===== src/rtl/lce_cfg.svh =====
`ifndef LCE_CFG_SVH
`define LCE_CFG_SVH

// cache geometry
`define LCE_SETS      8
`define LCE_ASSOC     2
`define LCE_PADDR_W   32
`define LCE_FILL_W    64
`define LCE_BLOCK_W   256
`define LCE_BEATS     4

// address split: tag | index | block offset
`define LCE_OFFSET_W  5
`define LCE_INDEX_W   3
`define LCE_CTAG_W    24

// coherence system
`define LCE_ID_W      4
`define LCE_NUM_CCE   2
`define LCE_CNT_W     4

`endif


===== src/rtl/lce_pkg.sv =====
`default_nettype none

`include "lce_cfg.svh"

package lce_pkg;

  typedef logic [`LCE_PADDR_W-1:0]         paddr_t;
  typedef logic [`LCE_INDEX_W-1:0]         index_t;
  typedef logic [$clog2(`LCE_ASSOC)-1:0]   way_t;
  typedef logic [`LCE_CTAG_W-1:0]          ctag_t;
  typedef logic [`LCE_FILL_W-1:0]          fill_t;
  typedef logic [$clog2(`LCE_BEATS)-1:0]   beat_t;
  typedef logic [`LCE_ID_W-1:0]            lce_id_t;
  typedef logic [`LCE_CNT_W-1:0]           cnt_t;

  // MOESIF line states
  typedef enum logic [2:0] {
    e_coh_i, e_coh_s, e_coh_e, e_coh_m, e_coh_o, e_coh_f
  } coh_state_e;

  typedef enum logic [3:0] {
    e_cmd_sync,
    e_cmd_set_clear,
    e_cmd_inv,
    e_cmd_st,
    e_cmd_st_wakeup,
    e_cmd_data,
    e_cmd_uc_data,
    e_cmd_uc_st_done
  } cmd_type_e;

  typedef enum logic [1:0] {
    e_resp_sync_ack, e_resp_inv_ack, e_resp_coh_ack
  } resp_type_e;

  // cache memory packet opcodes
  typedef enum logic [1:0] {
    e_tag_set_clear, e_tag_set_state, e_tag_set_tag
  } tag_op_e;

  typedef enum logic [0:0] {
    e_stat_set_clear
  } stat_op_e;

  typedef enum logic [0:0] {
    e_data_write, e_data_uncached
  } data_op_e;

  typedef enum logic [2:0] {
    e_reset, e_clear, e_ready, e_coh_ack
  } fsm_state_e;

endpackage

`default_nettype wire


===== src/rtl/lce_beat_tracker.sv =====
`timescale 1ns/1ps
`default_nettype none

`include "lce_cfg.svh"

module lce_beat_tracker
  import lce_pkg::*;
(
  input  logic      clk_i,
  input  logic      reset_i,
  input  logic      cmd_v_i,
  input  logic      cmd_ready_and_i,
  input  cmd_type_e cmd_type_i,
  output beat_t     beat_idx_o,
  output logic      first_o,
  output logic      last_o
);

  beat_t beat_r;
  logic  xfer;
  logic  is_data;

  assign xfer    = cmd_v_i & cmd_ready_and_i;
  assign is_data = (cmd_type_i == e_cmd_data);

  assign beat_idx_o = beat_r;
  assign first_o    = (beat_r == '0);
  // single-beat commands finish on beat zero
  assign last_o     = is_data ? (beat_r == beat_t'(`LCE_BEATS-1)) : (beat_r == '0);

  always_ff @(posedge clk_i) begin
    if (reset_i) begin
      beat_r <= '0;
    end else if (xfer) begin
      beat_r <= last_o ? '0 : beat_r + 1'b1;
    end
  end

  // a single-beat command always finds the index back at zero
  beat_in_range_a: assert property (@(posedge clk_i) disable iff (reset_i)
    (cmd_v_i && !is_data) |-> (beat_r == '0));

endmodule

`default_nettype wire


===== src/rtl/lce_cmd.sv =====
`timescale 1ns/1ps
`default_nettype none

module lce_cmd
  import lce_pkg::*;
(
  input  logic       clk_i,
  input  logic       reset_i,
  input  lce_id_t    lce_id_i,
  input  logic       backoff_i,
  input  logic       cmd_v_i,
  input  cmd_type_e  cmd_type_i,
  input  paddr_t     cmd_addr_i,
  input  lce_id_t    cmd_src_i,
  input  way_t       cmd_way_i,
  input  coh_state_e cmd_state_i,
  input  fill_t      cmd_data_i,
  output logic       cmd_ready_and_o,
  output logic       tag_pkt_v_o,
  output tag_op_e    tag_pkt_op_o,
  output index_t     tag_pkt_index_o,
  output way_t       tag_pkt_way_o,
  output coh_state_e tag_pkt_state_o,
  output ctag_t      tag_pkt_tag_o,
  input  logic       tag_pkt_yumi_i,
  output logic       stat_pkt_v_o,
  output stat_op_e   stat_pkt_op_o,
  output index_t     stat_pkt_index_o,
  input  logic       stat_pkt_yumi_i,
  output logic       data_pkt_v_o,
  output data_op_e   data_pkt_op_o,
  output index_t     data_pkt_index_o,
  output way_t       data_pkt_way_o,
  output beat_t      data_pkt_beat_o,
  output fill_t      data_pkt_data_o,
  input  logic       data_pkt_yumi_i,
  output logic       resp_v_o,
  output resp_type_e resp_type_o,
  output paddr_t     resp_addr_o,
  output lce_id_t    resp_dst_o,
  output lce_id_t    resp_src_o,
  input  logic       resp_ready_and_i,
  output logic       cache_init_done_o,
  output logic       sync_done_o,
  output paddr_t     cache_req_addr_o,
  output logic       cache_req_critical_o,
  output logic       cache_req_last_o,
  output logic       cache_req_done_o,
  output logic       credit_return_o
);

  beat_t beat_idx;
  logic  first;
  logic  last;
  cnt_t  cnt;
  logic  cnt_inc;
  logic  cnt_clear;

  lce_beat_tracker u_beat_tracker (
    .clk_i           (clk_i),
    .reset_i         (reset_i),
    .cmd_v_i         (cmd_v_i),
    .cmd_ready_and_i (cmd_ready_and_o),
    .cmd_type_i      (cmd_type_i),
    .beat_idx_o      (beat_idx),
    .first_o         (first),
    .last_o          (last)
  );

  // init sweep index and sync ack count share this counter
  lce_sync_counter u_sync_counter (
    .clk_i       (clk_i),
    .reset_i     (reset_i),
    .cnt_inc_i   (cnt_inc),
    .cnt_clear_i (cnt_clear),
    .cnt_o       (cnt),
    .sync_done_o (sync_done_o)
  );

  lce_cmd_fsm u_cmd_fsm (
    .clk_i                (clk_i),
    .reset_i              (reset_i),
    .lce_id_i             (lce_id_i),
    .backoff_i            (backoff_i),
    .cmd_v_i              (cmd_v_i),
    .cmd_type_i           (cmd_type_i),
    .cmd_addr_i           (cmd_addr_i),
    .cmd_src_i            (cmd_src_i),
    .cmd_way_i            (cmd_way_i),
    .cmd_state_i          (cmd_state_i),
    .cmd_data_i           (cmd_data_i),
    .cmd_ready_and_o      (cmd_ready_and_o),
    .beat_idx_i           (beat_idx),
    .first_i              (first),
    .last_i               (last),
    .cnt_i                (cnt),
    .cnt_inc_o            (cnt_inc),
    .cnt_clear_o          (cnt_clear),
    .tag_pkt_v_o          (tag_pkt_v_o),
    .tag_pkt_op_o         (tag_pkt_op_o),
    .tag_pkt_index_o      (tag_pkt_index_o),
    .tag_pkt_way_o        (tag_pkt_way_o),
    .tag_pkt_state_o      (tag_pkt_state_o),
    .tag_pkt_tag_o        (tag_pkt_tag_o),
    .tag_pkt_yumi_i       (tag_pkt_yumi_i),
    .stat_pkt_v_o         (stat_pkt_v_o),
    .stat_pkt_op_o        (stat_pkt_op_o),
    .stat_pkt_index_o     (stat_pkt_index_o),
    .stat_pkt_yumi_i      (stat_pkt_yumi_i),
    .data_pkt_v_o         (data_pkt_v_o),
    .data_pkt_op_o        (data_pkt_op_o),
    .data_pkt_index_o     (data_pkt_index_o),
    .data_pkt_way_o       (data_pkt_way_o),
    .data_pkt_beat_o      (data_pkt_beat_o),
    .data_pkt_data_o      (data_pkt_data_o),
    .data_pkt_yumi_i      (data_pkt_yumi_i),
    .resp_v_o             (resp_v_o),
    .resp_type_o          (resp_type_o),
    .resp_addr_o          (resp_addr_o),
    .resp_dst_o           (resp_dst_o),
    .resp_src_o           (resp_src_o),
    .resp_ready_and_i     (resp_ready_and_i),
    .cache_init_done_o    (cache_init_done_o),
    .cache_req_addr_o     (cache_req_addr_o),
    .cache_req_critical_o (cache_req_critical_o),
    .cache_req_last_o     (cache_req_last_o),
    .cache_req_done_o     (cache_req_done_o),
    .credit_return_o      (credit_return_o)
  );

endmodule

`default_nettype wire


===== src/rtl/lce_cmd_fsm.sv =====
`timescale 1ns/1ps
`default_nettype none

`include "lce_cfg.svh"

module lce_cmd_fsm
  import lce_pkg::*;
(
  input  logic       clk_i,
  input  logic       reset_i,
  input  lce_id_t    lce_id_i,
  input  logic       backoff_i,
  input  logic       cmd_v_i,
  input  cmd_type_e  cmd_type_i,
  input  paddr_t     cmd_addr_i,
  input  lce_id_t    cmd_src_i,
  input  way_t       cmd_way_i,
  input  coh_state_e cmd_state_i,
  input  fill_t      cmd_data_i,
  output logic       cmd_ready_and_o,
  input  beat_t      beat_idx_i,
  input  logic       first_i,
  input  logic       last_i,
  input  cnt_t       cnt_i,
  output logic       cnt_inc_o,
  output logic       cnt_clear_o,
  output logic       tag_pkt_v_o,
  output tag_op_e    tag_pkt_op_o,
  output index_t     tag_pkt_index_o,
  output way_t       tag_pkt_way_o,
  output coh_state_e tag_pkt_state_o,
  output ctag_t      tag_pkt_tag_o,
  input  logic       tag_pkt_yumi_i,
  output logic       stat_pkt_v_o,
  output stat_op_e   stat_pkt_op_o,
  output index_t     stat_pkt_index_o,
  input  logic       stat_pkt_yumi_i,
  output logic       data_pkt_v_o,
  output data_op_e   data_pkt_op_o,
  output index_t     data_pkt_index_o,
  output way_t       data_pkt_way_o,
  output beat_t      data_pkt_beat_o,
  output fill_t      data_pkt_data_o,
  input  logic       data_pkt_yumi_i,
  output logic       resp_v_o,
  output resp_type_e resp_type_o,
  output paddr_t     resp_addr_o,
  output lce_id_t    resp_dst_o,
  output lce_id_t    resp_src_o,
  input  logic       resp_ready_and_i,
  output logic       cache_init_done_o,
  output paddr_t     cache_req_addr_o,
  output logic       cache_req_critical_o,
  output logic       cache_req_last_o,
  output logic       cache_req_done_o,
  output logic       credit_return_o
);

  fsm_state_e state_r, state_n;
  paddr_t     addr_r;
  lce_id_t    src_r;
  // tag packet of the current command already taken by the cache
  logic       tag_done_r;
  logic       cmd_hs;
  logic       tag_hs;
  index_t     cmd_index;

  assign cmd_index = cmd_addr_i[`LCE_OFFSET_W +: `LCE_INDEX_W];
  assign cmd_hs    = cmd_v_i & cmd_ready_and_o;
  assign tag_hs    = tag_pkt_v_o & tag_pkt_yumi_i;

  assign cache_init_done_o = (state_r != e_reset) && (state_r != e_clear);

  always_comb begin
    state_n              = state_r;
    cmd_ready_and_o      = 1'b0;
    cnt_inc_o            = 1'b0;
    cnt_clear_o          = 1'b0;
    tag_pkt_v_o          = 1'b0;
    tag_pkt_op_o         = e_tag_set_state;
    tag_pkt_index_o      = cmd_index;
    tag_pkt_way_o        = cmd_way_i;
    tag_pkt_state_o      = e_coh_i;
    tag_pkt_tag_o        = '0;
    stat_pkt_v_o         = 1'b0;
    stat_pkt_op_o        = e_stat_set_clear;
    stat_pkt_index_o     = cmd_index;
    data_pkt_v_o         = 1'b0;
    data_pkt_op_o        = e_data_write;
    data_pkt_index_o     = cmd_index;
    data_pkt_way_o       = cmd_way_i;
    data_pkt_beat_o      = beat_idx_i;
    data_pkt_data_o      = cmd_data_i;
    resp_v_o             = 1'b0;
    resp_type_o          = e_resp_sync_ack;
    resp_addr_o          = cmd_addr_i;
    resp_dst_o           = cmd_src_i;
    resp_src_o           = lce_id_i;
    cache_req_addr_o     = cmd_addr_i;
    cache_req_critical_o = 1'b0;
    cache_req_last_o     = 1'b0;
    cache_req_done_o     = 1'b0;
    credit_return_o      = 1'b0;

    case (state_r)
      e_reset: begin
        state_n = e_clear;
      end

      // sweep every set to invalid, counter is the set index
      e_clear: begin
        tag_pkt_v_o      = 1'b1;
        tag_pkt_op_o     = e_tag_set_clear;
        tag_pkt_index_o  = index_t'(cnt_i);
        stat_pkt_v_o     = 1'b1;
        stat_pkt_index_o = index_t'(cnt_i);
        if (tag_pkt_yumi_i && stat_pkt_yumi_i) begin
          if (cnt_i == cnt_t'(`LCE_SETS-1)) begin
            cnt_clear_o = 1'b1;
            state_n     = e_ready;
          end else begin
            cnt_inc_o = 1'b1;
          end
        end
      end

      e_ready: begin
        case (cmd_type_i)
          e_cmd_sync: begin
            // ack goes out with the command, command leaves with the ack
            resp_v_o        = cmd_v_i;
            cmd_ready_and_o = resp_ready_and_i;
            if (cmd_v_i && resp_ready_and_i) begin
              if (cnt_i == cnt_t'(`LCE_NUM_CCE-1)) begin
                cnt_clear_o = 1'b1;
              end else begin
                cnt_inc_o = 1'b1;
              end
            end
          end

          e_cmd_set_clear: begin
            tag_pkt_v_o     = cmd_v_i & ~backoff_i;
            tag_pkt_op_o    = e_tag_set_clear;
            stat_pkt_v_o    = cmd_v_i & ~backoff_i;
            cmd_ready_and_o = tag_pkt_v_o & tag_pkt_yumi_i & stat_pkt_yumi_i;
          end

          e_cmd_inv: begin
            tag_pkt_v_o     = cmd_v_i & ~tag_done_r;
            // ack held up after the tag write until the CCE takes it
            resp_v_o        = (tag_pkt_v_o & tag_pkt_yumi_i) | tag_done_r;
            resp_type_o     = e_resp_inv_ack;
            cmd_ready_and_o = resp_v_o & resp_ready_and_i;
          end

          e_cmd_st, e_cmd_st_wakeup: begin
            tag_pkt_v_o     = cmd_v_i;
            tag_pkt_state_o = cmd_state_i;
            cmd_ready_and_o = tag_pkt_v_o & tag_pkt_yumi_i;
            if (cmd_type_i == e_cmd_st_wakeup) begin
              cache_req_critical_o = cmd_v_i;
              if (cmd_ready_and_o) begin
                state_n = e_coh_ack;
              end
            end
          end

          e_cmd_data: begin
            // tag write goes first, beats follow once it is taken
            tag_pkt_v_o     = cmd_v_i & first_i & ~tag_done_r;
            tag_pkt_op_o    = e_tag_set_tag;
            tag_pkt_state_o = cmd_state_i;
            tag_pkt_tag_o   = cmd_addr_i[`LCE_OFFSET_W + `LCE_INDEX_W +: `LCE_CTAG_W];
            data_pkt_v_o    = cmd_v_i & (~first_i | tag_done_r);
            cmd_ready_and_o = data_pkt_v_o & data_pkt_yumi_i;
            cache_req_critical_o = cmd_v_i & first_i;
            if (cmd_ready_and_o && last_i) begin
              state_n = e_coh_ack;
            end
          end

          e_cmd_uc_data: begin
            data_pkt_v_o         = cmd_v_i;
            data_pkt_op_o        = e_data_uncached;
            cmd_ready_and_o      = data_pkt_v_o & data_pkt_yumi_i;
            cache_req_critical_o = cmd_v_i;
            cache_req_last_o     = cmd_ready_and_o;
            cache_req_done_o     = cmd_ready_and_o;
            credit_return_o      = cmd_ready_and_o;
          end

          // uncached stores do not block the cache, only the credit returns
          e_cmd_uc_st_done: begin
            cmd_ready_and_o = cmd_v_i;
            credit_return_o = cmd_v_i;
          end

          default: begin
            cmd_ready_and_o = cmd_v_i;
          end
        endcase
      end

      e_coh_ack: begin
        resp_v_o         = 1'b1;
        resp_type_o      = e_resp_coh_ack;
        resp_addr_o      = addr_r;
        resp_dst_o       = src_r;
        cache_req_addr_o = addr_r;
        cache_req_last_o = resp_ready_and_i;
        cache_req_done_o = resp_ready_and_i;
        credit_return_o  = resp_ready_and_i;
        if (resp_ready_and_i) begin
          state_n = e_ready;
        end
      end

      default: begin
        state_n = e_reset;
      end
    endcase
  end

  always_ff @(posedge clk_i) begin
    if (reset_i) begin
      state_r    <= e_reset;
      tag_done_r <= 1'b0;
    end else begin
      state_r <= state_n;
      if (cmd_hs) begin
        tag_done_r <= 1'b0;
      end else if ((state_r == e_ready) && tag_hs) begin
        tag_done_r <= 1'b1;
      end
    end
  end

  // header kept for the coh ack sent after the command is gone
  always_ff @(posedge clk_i) begin
    if (cmd_hs) begin
      addr_r <= cmd_addr_i;
      src_r  <= cmd_src_i;
    end
  end

  resp_held_a: assert property (@(posedge clk_i) disable iff (reset_i)
    (resp_v_o && !resp_ready_and_i) |=> resp_v_o);

endmodule

`default_nettype wire


===== src/rtl/lce_sync_counter.sv =====
`timescale 1ns/1ps
`default_nettype none

`include "lce_cfg.svh"

module lce_sync_counter
  import lce_pkg::*;
(
  input  logic clk_i,
  input  logic reset_i,
  input  logic cnt_inc_i,
  input  logic cnt_clear_i,
  output cnt_t cnt_o,
  output logic sync_done_o
);

  cnt_t cnt_r;
  logic sync_done_r;

  assign cnt_o       = cnt_r;
  assign sync_done_o = sync_done_r;

  always_ff @(posedge clk_i) begin
    if (reset_i) begin
      cnt_r       <= '0;
      sync_done_r <= 1'b0;
    end else begin
      if (cnt_clear_i) begin
        cnt_r <= '0;
      end else if (cnt_inc_i) begin
        cnt_r <= cnt_r + 1'b1;
      end
      // the last sync ack wraps the count at NUM_CCE-1,
      // the init sweep wraps at SETS-1 and leaves this alone
      if (cnt_clear_i && (cnt_r == cnt_t'(`LCE_NUM_CCE-1))) begin
        sync_done_r <= 1'b1;
      end
    end
  end

  // FSM never asks for both in one cycle
  inc_clear_excl_a: assert property (@(posedge clk_i) disable iff (reset_i)
    !(cnt_inc_i && cnt_clear_i));

endmodule

`default_nettype wire


===== config.mk =====
export PLATFORM = sky130hd
export DESIGN_NAME = lce_cmd
export DESIGN_NICKNAME = d
export VERILOG_FILES = /design/src/rtl/lce_pkg.sv /design/src/rtl/lce_beat_tracker.sv /design/src/rtl/lce_cmd.sv /design/src/rtl/lce_cmd_fsm.sv /design/src/rtl/lce_sync_counter.sv
export VERILOG_INCLUDE_DIRS = /design/src /design/src/rtl
export SDC_FILE = /design/constraint.sdc
export NUM_CORES = 1
export LEC_CHECK = 0
export BUFFER_PORTS_ARGS = -buffer_cell sky130_fd_sc_hd__buf_2
export CORE_AREA = 2 2 123 125
export DETAILED_ROUTE_END_ITERATION = 8
export DIE_AREA = 0 0 125 127
export HOLD_SLACK_MARGIN = 0.12
export SLEW_MARGIN = 10
export SYNTH_ARGS = -nofsm -noshare
export SYNTH_HDL_FRONTEND = slang
export SYNTH_HIERARCHICAL = 1
export SYNTH_SLANG_ARGS = --single-unit

===== constraint.sdc =====
create_clock -name clk_i -period 10.5 [get_ports clk_i]
set_clock_uncertainty 0.15 [all_clocks]
set_input_delay 2.625 -clock clk_i [delete_from_list [all_inputs] [get_ports clk_i]]
set_output_delay 2.625 -clock clk_i [all_outputs]
set_load 0.03 [all_outputs]

### After elaboration in Yosys (flattened, before gate mapping)

Index checks and enable logic that the tools add are counted.

| word-level totals | value |
|---|---|
| bits in registers | 47 |
| bits of input ports | 120 |
| output and inout bits | 193 |
| word-level logic and storage cells | 116 |

| operators by class | value |
|---|---|
| add/subtract/negate cells | 2 |
| eq/ne operators | 21 |
| muxes and demuxes | 52 |
| bitwise gates (word level) | 19 |
| reduce and logical (&&, ||, !) cells | 15 |

Operators with widths:

| kind | number |
|---|---|
| $mux 24 | 2 |
| $mux 32 | 1 |
| $mux 3 | 9 |
| $eq 4x3->1 const B | 5 |
| $mux 1 | 20 |
| $pmux 1 s2 | 10 |
| $and 1x1->1 | 14 |
| $pmux 2 s2 | 3 |
| $pmux 3 s4 | 1 |
| $ne 3x2->1 const B | 3 |
| $eq 4x1->1 const B | 2 |
| $eq 4x2->1 const B | 2 |
| $reduce_and 7->1 | 1 |
| $eq 3x2->1 const B | 2 |
| $logic_and 1x1->1 | 6 |
| $pmux 1 s6 | 1 |
| $pmux 3 s2 | 1 |
| $reduce_or 2->1 | 3 |
| $add 4x1->4 const B | 1 |
| $logic_not 4->1 | 1 |
| $mux 4 | 1 |
| $ne 2x1->1 const B | 2 |
| $pmux 1 s4 | 1 |
| $eq 3x1->1 const B | 1 |
| other kinds (13) | 16 |

### Logic depth before layout (Yosys ltp)

Gate-level depths: netlist of the first run.

| logic depth | value |
|---|---|
| word-level depth | 9 |
| gate-level depth with buffers | 10 |
| depth with buffers taken out | 10 |

### Cells and area by module

The synthesis of the first run kept the hierarchy.

By module, submodules not included:

| module | times used | cells an instance | area each (µm²) | sequential area each (µm²) |
|---|---|---|---|---|
| lce_cmd_fsm | 1 | 339 | 3344.5 | 1141.1 |
| lce_sync_counter | 1 | 22 | 230.2 | 100.1 |
| lce_beat_tracker | 1 | 15 | 140.1 | 40.0 |

### Worst setup path after synthesis of the first run

No wires, ideal clock.

| timing path | value |
|---|---|
| kind | input -> output |
| start | in cmd_type_i[2] |
| end | out cache_req_last_o |
| arrival | 4338 ps |
| required time | 7725 ps |
| path slack | 3387 ps |
| cell stages on the path | 5 |
| buffers on the path | 3 |
| path through | clkbuf_1 > buf_1 > nand3_1 > o21ai_0 > buf_4 |

| between the ends | value |
|---|---|
| word-level cells in the longest chain between the ends | 3 |

Ends and longest elaborated chain:

| what | line | source |
|---|---|---|
| from (decl) | lce_cmd.sv:12 | `input cmd_type_e cmd_type_i,` |
| $eq 4x3->1 | - |  |
| $mux 1 | - |  |
| $pmux 1 s2 | - |  |
| to (decl) | lce_cmd.sv:47 | `output logic cache_req_last_o,` |

Every way passes these cells.

### Final worst setup path of the first run

| timing path | value |
|---|---|
| start | in cmd_type_i[1] |
| end | out cmd_ready_and_o |

| between the ends | value |
|---|---|
| word-level cells in the longest chain between the ends | 4 |
| elaborated cells on any way between the ends | 10 |
| those cells by class | eq/ne (6); mux (2); reduce/logical (2) |

Ends and longest elaborated chain:

| what | line | source |
|---|---|---|
| $eq 4x2->1 / $eq 4x3->1 (equally long branches) | lce_cmd_fsm.sv:128 | `case (cmd_type_i)` |
| $reduce_or 2->1 | lce_cmd_fsm.sv:128 |  |
| $pmux 1 s6 * | lce_cmd_fsm.sv:128 |  |
| $mux 1 * | lce_cmd_fsm.sv:105 | `case (state_r)` |
| to (decl) | lce_cmd.sv:18 | `output logic cmd_ready_and_o,` |

Every way passes the cells marked *; elsewhere a longest branch is shown, timed or not.

==> flow_summary.json, run 1 <==
{
  "status": "finished, final reports clean",
  "hold_class": "flip-flop to flip-flop",
  "cts_root_buffer": "clkbuf_16",
  "cts_hold_buf": 0,
  "antennaDiodeCount": 0,
  "start_util_pct": 25.75,
  "cts_buffer_depth": 2,
  "crit_slowest_cell": "a2111oi_0",
  "worstPathRequired_ns": 7.73,
  "grt-ovfl-total": 0,
  "io_pins": 313,
  "clkSlewWorstSetupHoldPaths_ns": 0.07,
  "power_density_mw_per_mm2": 183.1,
  "grt_max_degree": 41,
  "yosysWarnings": 6,
  "antenna_found_initial": 0,
  "avgViaCountPerCell": 4.477,
  "numPlacedInstances": 606,
  "cts_tree": "yes",
  "htree_levels": 2,
  "min_period_over_period_pct": 71.72,
  "setup_viol": 0,
  "wl_per_cell_um": 14.42,
  "rsz0062_at_grt": "false",
  "drt-total-wl_um": 8855,
  "arrival_ns": 4.76,
  "gp_routability_congestion": 0.8634,
  "drive_gt1_share_pct": 53.26,
  "seq_area_frac_synth_pct": 34.49,
  "nets": 558,
  "ctsResizeCount": 0,
  "netlist.area_leader.share_pct": 29.10,
  "hold_violations": 0,
  "cpPeakStageDelay_ns": 0.84,
  "areaGrowthSynthToFinish_pct": 9.936,
  "synth-main-ff-cell": "edfxtp_1",
  "cts.sinks": 46,
  "synth_edf_count": 36,
  "antenna_left": 0,
  "yosys.area.top_type": "edfxtp_1",
  "post-route-drc-count": 0,
  "grt_pass1_vias": 2638,
  "core_mm2": 0.01442,
  "die_x_um": 125,
  "fin_setup_tns_ns": 0,
  "synth_async_sr_flop_share_pct": 0,
  "synth_seq_cells": 46,
  "numCtsBuffers": 5,
  "grtUsageTotal_pct": 10.47,
  "cp-start-kind": "primary input",
  "rows": 44,
  "ys_top_cells_by_area": "edfxtp_1 29%, buf_4 23%, mux2_2 12%",
  "drv_slew": 0,
  "ir_drop_mv": 0.06043,
  "dieHeight_um": 127,
  "clk_latency_ns": 0.29,
  "worst_pin_slew_ns": 1.124,
  "max_cap_violations": 0,
  "fillerInstances": 1537,
  "drt_iter0_drc": 71,
  "syn_avg_cell_area_um2": 9.880,
  "maxSlewHeadroom_pct": 24.92,
  "endpoint_kind": "primary output",
  "p_leak_nw": 1.817,
  "fin_crit_ns": 7.531,
  "critical-path-top-delay-family": "compound AO/OA/AOI/OAI gates",
  "post-cts-setup-buffers": 0,
  "path_max_fanout": 19,
  "drtPass1Iterations": 4,
  "dp_hpwl_um": 6757,
  "postSynthCellCount": 376,
  "port_buffers": 172,
  "syn_nets": 505,
  "grt_pass1_wl_um": 13540,
  "path_buf_inv": 2,
  "path_cells": "buf_2 -> and2b_1 -> o211ai_1 -> a21boi_0 -> a2111oi_0 -> nor2_1 -> buf_2",
  "cp_common_cell": "buf_2",
  "syn_area_mm2": 0.003715,
  "crit_type": "primary input to primary output",
  "fin_cells": 614,
  "ys_types": 54,
  "vias": 2749,
  "die_area_mm2": 0.01588,
  "fmax_mhz": 132.8
}
## cell usage after synthesis, drive strengths merged, types with 3 or more instances
cell,count
and3,3
dfxtp,10
nand3b,4
a31oi,5
nor2b,6
nand2,10
or3,3
nor2,11
o21ai,11
nor3,6
and2,30
edfxtp,36
ha,9
buf,117
clkbuf,9
nand2b,5
inv,12
mux2,41
a2111oi,4
a21oi,10
nor3b,3
## cells by family (layout without fill, tap and decap cells)
group                      Yosys count  after routing  synth area share, %
other                                1              1               0.1009
adders and majority gates            9              9                3.031
muxes                               42             42                12.80
buffers and inverters              138            192                25.50
DFF                                 46             46                34.49
xor gates and xnor gates             1              1               0.2358
AOI/OAI and AO/OA                   47             47                9.162
and+or+nand+nor                     92             92                14.69
## final timing paths
kind,from,endpoint,slack [ns],cells after the start
worst min-delay path,u_sync_counter/sync_done_o$_SDFFE_PP0P_,u_sync_counter/sync_done_o$_SDFFE_PP0P_,0.30,2
worst max register to register,u_cmd_fsm/state_r[0]$_SDFFE_PP0P_,u_sync_counter/cnt_o[3]$_SDFFE_PP0P_,7.55,9
worst max-delay path,cmd_type_i[1],cmd_ready_and_o,2.97,7
worst min register to register,u_sync_counter/sync_done_o$_SDFFE_PP0P_,u_sync_counter/sync_done_o$_SDFFE_PP0P_,0.30,2
## state kept, by name, indices dropped and copies added (netlist names)
| signal | count |
|---|---|
| u_cmd_fsm/src_r | 4 |
| u_beat_tracker/beat_idx_o | 2 |
| u_sync_counter/sync_done_o | 1 |
| u_cmd_fsm/tag_done_r | 1 |
| u_cmd_fsm/state_r | 2 |
| u_cmd_fsm/addr_r | 32 |
| u_sync_counter/cnt_o | 4 |
## per-layer routing
metal	part of all wire, %	global-route usage [%]	up-vias	wire (um)
met4	2.9	4.706	0	257
li1	-	-	1303	-
met1	37	10.55	1262	3277
met5	0	0	-	0
met3	8.7	3.853	40	768
met2	51	19.31	144	4552
## cells in the final DEF, fill, tap and decap left out, types with 2 or more instances in the layout
cell,count
buf_2,172
mux2_2,39
edfxtp_1,36
and2_1,29
inv_1,12
nand2_1,10
a21oi_1,10
dfxtp_1,10
nor2_1,10
o21ai_0,10
ha_1,8
nor2b_1,6
nor3_1,6
clkbuf_16,5
nand2b_1,5
a31oi_1,5
nand3b_1,4
a2111oi_0,4
or3_1,3
and3_1,3
nor3b_1,3
clkinvlp_4,2
nand3_1,2
o211ai_1,2
nor4_1,2
a21o_1,2
o311a_1,2
## power breakdown
part	total [mW]	internal (mW)	switching, mW
sequential	0.224	0.216	0.00731
combinational	0.340	0.107	0.232
clock	0.184	0.112	0.0721
total	0.748	0.436	0.312
## metrics by stage
step / setup WS (ns) / hold slack, ns / utilization (%) / instance area [um^2] / power [mW]
2_1_floorplan: 3.387 / 0.3101 / - / 3715 / 0.5522
5_1_grt: 2.794 / 0.3310 / 28.31 / 4084 / 0.7865
3_5_place_dp: 2.998 / 0.2917 / 27.13 / 3914 / 0.5706
3_3_place_gp: 3.039 / 0.2882 / 27.13 / 3914 / 0.5674
4_1_cts: 2.995 / 0.3061 / 28.31 / 4084 / 0.7620
6_report: 2.969 / 0.3012 / 28.31 / 4084 / 0.7477
## tightest hold or removal path, stage by stage (launching register included)
cell and delay (ns):
dfxtp_1 0.31, inv_1 0.05, a21oi_1 0.05
## cell type report
type	count	area [um^2]	area share, %
inverter	12	45.04	1.103
clock inverter	3	45.04	1.103
clock buffer	5	125.1	3.064
multi-input combinational	192	1496	36.64
timing repair buffer	172	860.8	21.08
tap	184	230.2	5.637
sequential	46	1281	31.37
Power figures use the tool's default switching activity.
==> inputs of run 2 (changes only) <==
--- a/config.mk
+++ b/config.mk
@@ -6,6 +6,7 @@
 export SDC_FILE = /design/constraint.sdc
 export NUM_CORES = 1
 export LEC_CHECK = 0
+export ABC_AREA = 1
 export BUFFER_PORTS_ARGS = -buffer_cell sky130_fd_sc_hd__buf_2
 export CORE_AREA = 2 2 123 125
 export DETAILED_ROUTE_END_ITERATION = 8
==> constraint.sdc (replaced) <==
create_clock -name clk_i -period 7.1 [get_ports clk_i]
set_clock_uncertainty 0.15 [all_clocks]
set_input_delay 1.775 -clock clk_i [delete_from_list [all_inputs] [get_ports clk_i]]
set_output_delay 1.775 -clock clk_i [all_outputs]
set_load 0.03 [all_outputs]
==> flow_summary.json, run 2 <==
{
  "vias": 2992,
  "rows": 44,
  "worst_pin_slew_ns": 0.8587,
  "fin_crit_ns": 4.834,
  "worstPathRequired_ns": 5.18,
  "io_pins": 313,
  "min_period_over_period_pct": 68.08,
  "drv_slew": 0,
  "postSynthCellCount": 487,
  "final_cell_mix": "172 x buf_2, 93 x nand2_1, 53 x inv_1, 48 x nor2_1",
  "crit_slowest_cell": "nor2_1",
  "cts.sinks": 46,
  "synth_xor_area_share_pct": 0,
  "post-synth-top-count-cell": "buf_4",
  "numPlacedInstances": 720,
  "cts_tree": "yes",
  "fin_setup_tns_ns": 0,
  "ir_drop_mv": 0.07966,
  "multi_input_area_mm2": 0.001287,
  "areaGrowthSynthToFinish_pct": 10.22,
  "synthSimpleGateAreaFrac_pct": 22.71,
  "fmax_mhz": 206.9,
  "path_buf_inv": 2,
  "path_cells": "buf_2 -> nor2_1 -> nand2_2 -> nand2_4 -> nand2_1 -> nand4_1 -> nand2_1 -> a21oi_1 -> buf_2",
  "rsz0062_at_grt": "false",
  "top_layer_used": "met4",
  "ys_types": 31,
  "nets": 672,
  "antenna_found_initial": 0,
  "cts_hold_buf": 0,
  "synth_top_cells_by_count": "112 x buf_4, 93 x nand2_1, 54 x inv_1",
  "largest_register": "u_cmd_fsm/addr_r",
  "finalCoreUtilization_pct": 28.17,
  "cts_buffer_depth": 2,
  "path_max_fanout": 5,
  "arrival_ns": 2.91,
  "yosys.area.top_type": "edfxtp_1",
  "seq_area_frac_synth_pct": 34.76,
  "grt-ovfl-total": 0,
  "maxSlewHeadroom_pct": 42.67,
  "die_area_mm2": 0.01588,
  "numCtsBuffers": 5,
  "syn_avg_cell_area_um2": 7.569,
  "worst_slack_ns": 2.266,
  "drt-total-wl_um": 9594,
  "ctsResizeCount": 0,
  "regArea_mm2": 0.001281,
  "synth_compound_area_share_pct": 8.995,
  "hold_class": "flip-flop to flip-flop",
  "clkSlewWorstSetupHoldPaths_ns": 0.06,
  "place_ws_ns": 2.266,
  "fin_cells": 728,
  "synth_top_family_by_area": "buffers and inverters",
  "grtUsageTotal_pct": 11.73,
  "start_util_pct": 25.56,
  "synth_seq_cells": 46,
  "yosysWarnings": 6,
  "antennaDiodeCount": 0,
  "max_cap_violations": 0,
  "core_mm2": 0.01442,
  "grt_pass1_wl_um": 14630,
  "synth_async_sr_flop_share_pct": 0,
  "drive_gt1_share_pct": 40.26,
  "post-cts-setup-buffers": 0,
  "wl_per_cell_um": 13.18,
  "final_common_cell": "buf_2",
  "clk_latency_ns": 0.29,
  "die_x_um": 125,
  "endpoint_kind": "primary output",
  "status": "finished, final reports clean",
  "hold_violations": 0,
  "dp_hpwl_um": 7502,
  "port_buffers": 172,
  "power_density_mw_per_mm2": 278.1,
  "setup_viol": 0,
  "synth_mux_area_share_pct": 0,
  "cp-start-kind": "primary input",
  "post-route-drc-count": 0,
  "synth_edf_count": 36,
  "grt_max_degree": 37,
  "critical-path-top-delay-family": "simple AND/OR/NAND/NOR gates",
  "syn_area_mm2": 0.003686,
  "largest_reg_flops": 32,
  "cpPeakStageDelay_ns": 0.22,
  "syn_nets": 616,
  "drtPass1Iterations": 4,
  "gp_routability_congestion": 0.8789,
  "met2_length_um": 4296,
  "routed-wl-met3_um": 738,
  "wl_met1_um": 4267,
  "avgViaCountPerCell": 4.110,
  "htree_levels": 2,
  "synth-main-ff-cell": "edfxtp_1",
  "p_leak_nw": 2.055,
  "grt_pass1_vias": 2815,
  "synth-adder-area-share_pct": 3.055,
  "crit_type": "primary input to primary output",
  "antenna_left": 0,
  "cts_root_buffer": "clkbuf_16",
  "fillerInstances": 1590,
  "ys_top_cells_by_area": "edfxtp_1 29%, buf_4 23%, nand2_1 9.5%",
  "drt_iter0_drc": 172,
  "netlist.area_leader.share_pct": 29.33,
  "dieHeight_um": 127
}
-- run 2: cell types whose count changed in the layout (fill, tap and decap cells not counted), sizes merged, moves of 5 or more --
| cell | before | now |
|---|---|---|
| a21oi | 10 | 16 |
| a31oi | 5 | 0 |
| nand2 | 10 | 108 |
| nand2b | 5 | 0 |
| inv | 12 | 61 |
| nand3 | 2 | 12 |
| mux2 | 41 | 0 |
| nor2 | 11 | 57 |
| o21ai | 11 | 39 |
| and2 | 30 | 0 |
| nor2b | 6 | 0 |
-- run 2: worst paths after layout --
check                                               start                                       to  slack, ns  cells after the start
hold / removal    u_sync_counter/sync_done_o$_SDFFE_PP0P_  u_sync_counter/sync_done_o$_SDFFE_PP0P_       0.31                      2
setup reg to reg        u_cmd_fsm/state_r[0]$_SDFFE_PP0P_           u_cmd_fsm/addr_r[14]$_DFFE_PP_       4.30                      6
setup / recovery                            cmd_type_i[3]                              tag_pkt_v_o       2.27                      9
hold reg to reg   u_sync_counter/sync_done_o$_SDFFE_PP0P_  u_sync_counter/sync_done_o$_SDFFE_PP0P_       0.31                      2
-- run 2: kinds of logic after synthesis --
logic type	after synthesis
other	1
AND/OR/NAND/NOR	185
adder cells (fa/ha/maj)	9
AO/OA/AOI/OAI	60
buffers and inverters	186
flip-flops	46
-- run 2: final cells by class --
type / instances / share of cell area, %
multi-input combinational: 255 / 31.69
sequential: 46 / 31.54
timing repair buffer: 173 / 21.37
inverter: 62 / 5.728
tap: 184 / 5.667
clock buffer: 7 / 3.265
clock inverter: 1 / 0.7391
-- run 2: metal layers --
| layer | GRT usage (%) | up-vias |
|---|---|---|
| li1 | - | 1527 |
| met1 | 15.07 | 1314 |
| met2 | 18.03 | 127 |
| met3 | 3.853 | 24 |
| met4 | 5.229 | 0 |
| met5 | 0 | - |
-- run 2: report_power, final --
group,internal [mW],total (mW),leakage [nW],switching [mW]
Combinational,0.137,0.541,1.57,0.405
Sequential,0.312,0.323,0.406,0.0109
Clock,0.167,0.265,0.0781,0.0985
Total,0.616,1.13,2.05,0.514
-- run 2: metrics by stage --
step           power [mW]  instance area, um^2  hold WS (ns)
5_1_grt             1.201                 4063        0.3496
3_5_place_dp       0.8746                 3900        0.2997
3_3_place_gp       0.8750                 3900        0.2921
6_report            1.130                 4063        0.3134
2_1_floorplan      0.8360                 3686        0.3171
4_1_cts             1.155                 4063        0.3162
-- run 2: worst reg2reg max path, cell delays in order (launching register included) --
cell     delay (ns)
dfxtp_1        0.34
inv_1          0.11
ha_1           0.50
inv_1          0.28
a21oi_1        0.27
nand3_2        0.12
inv_2          0.64
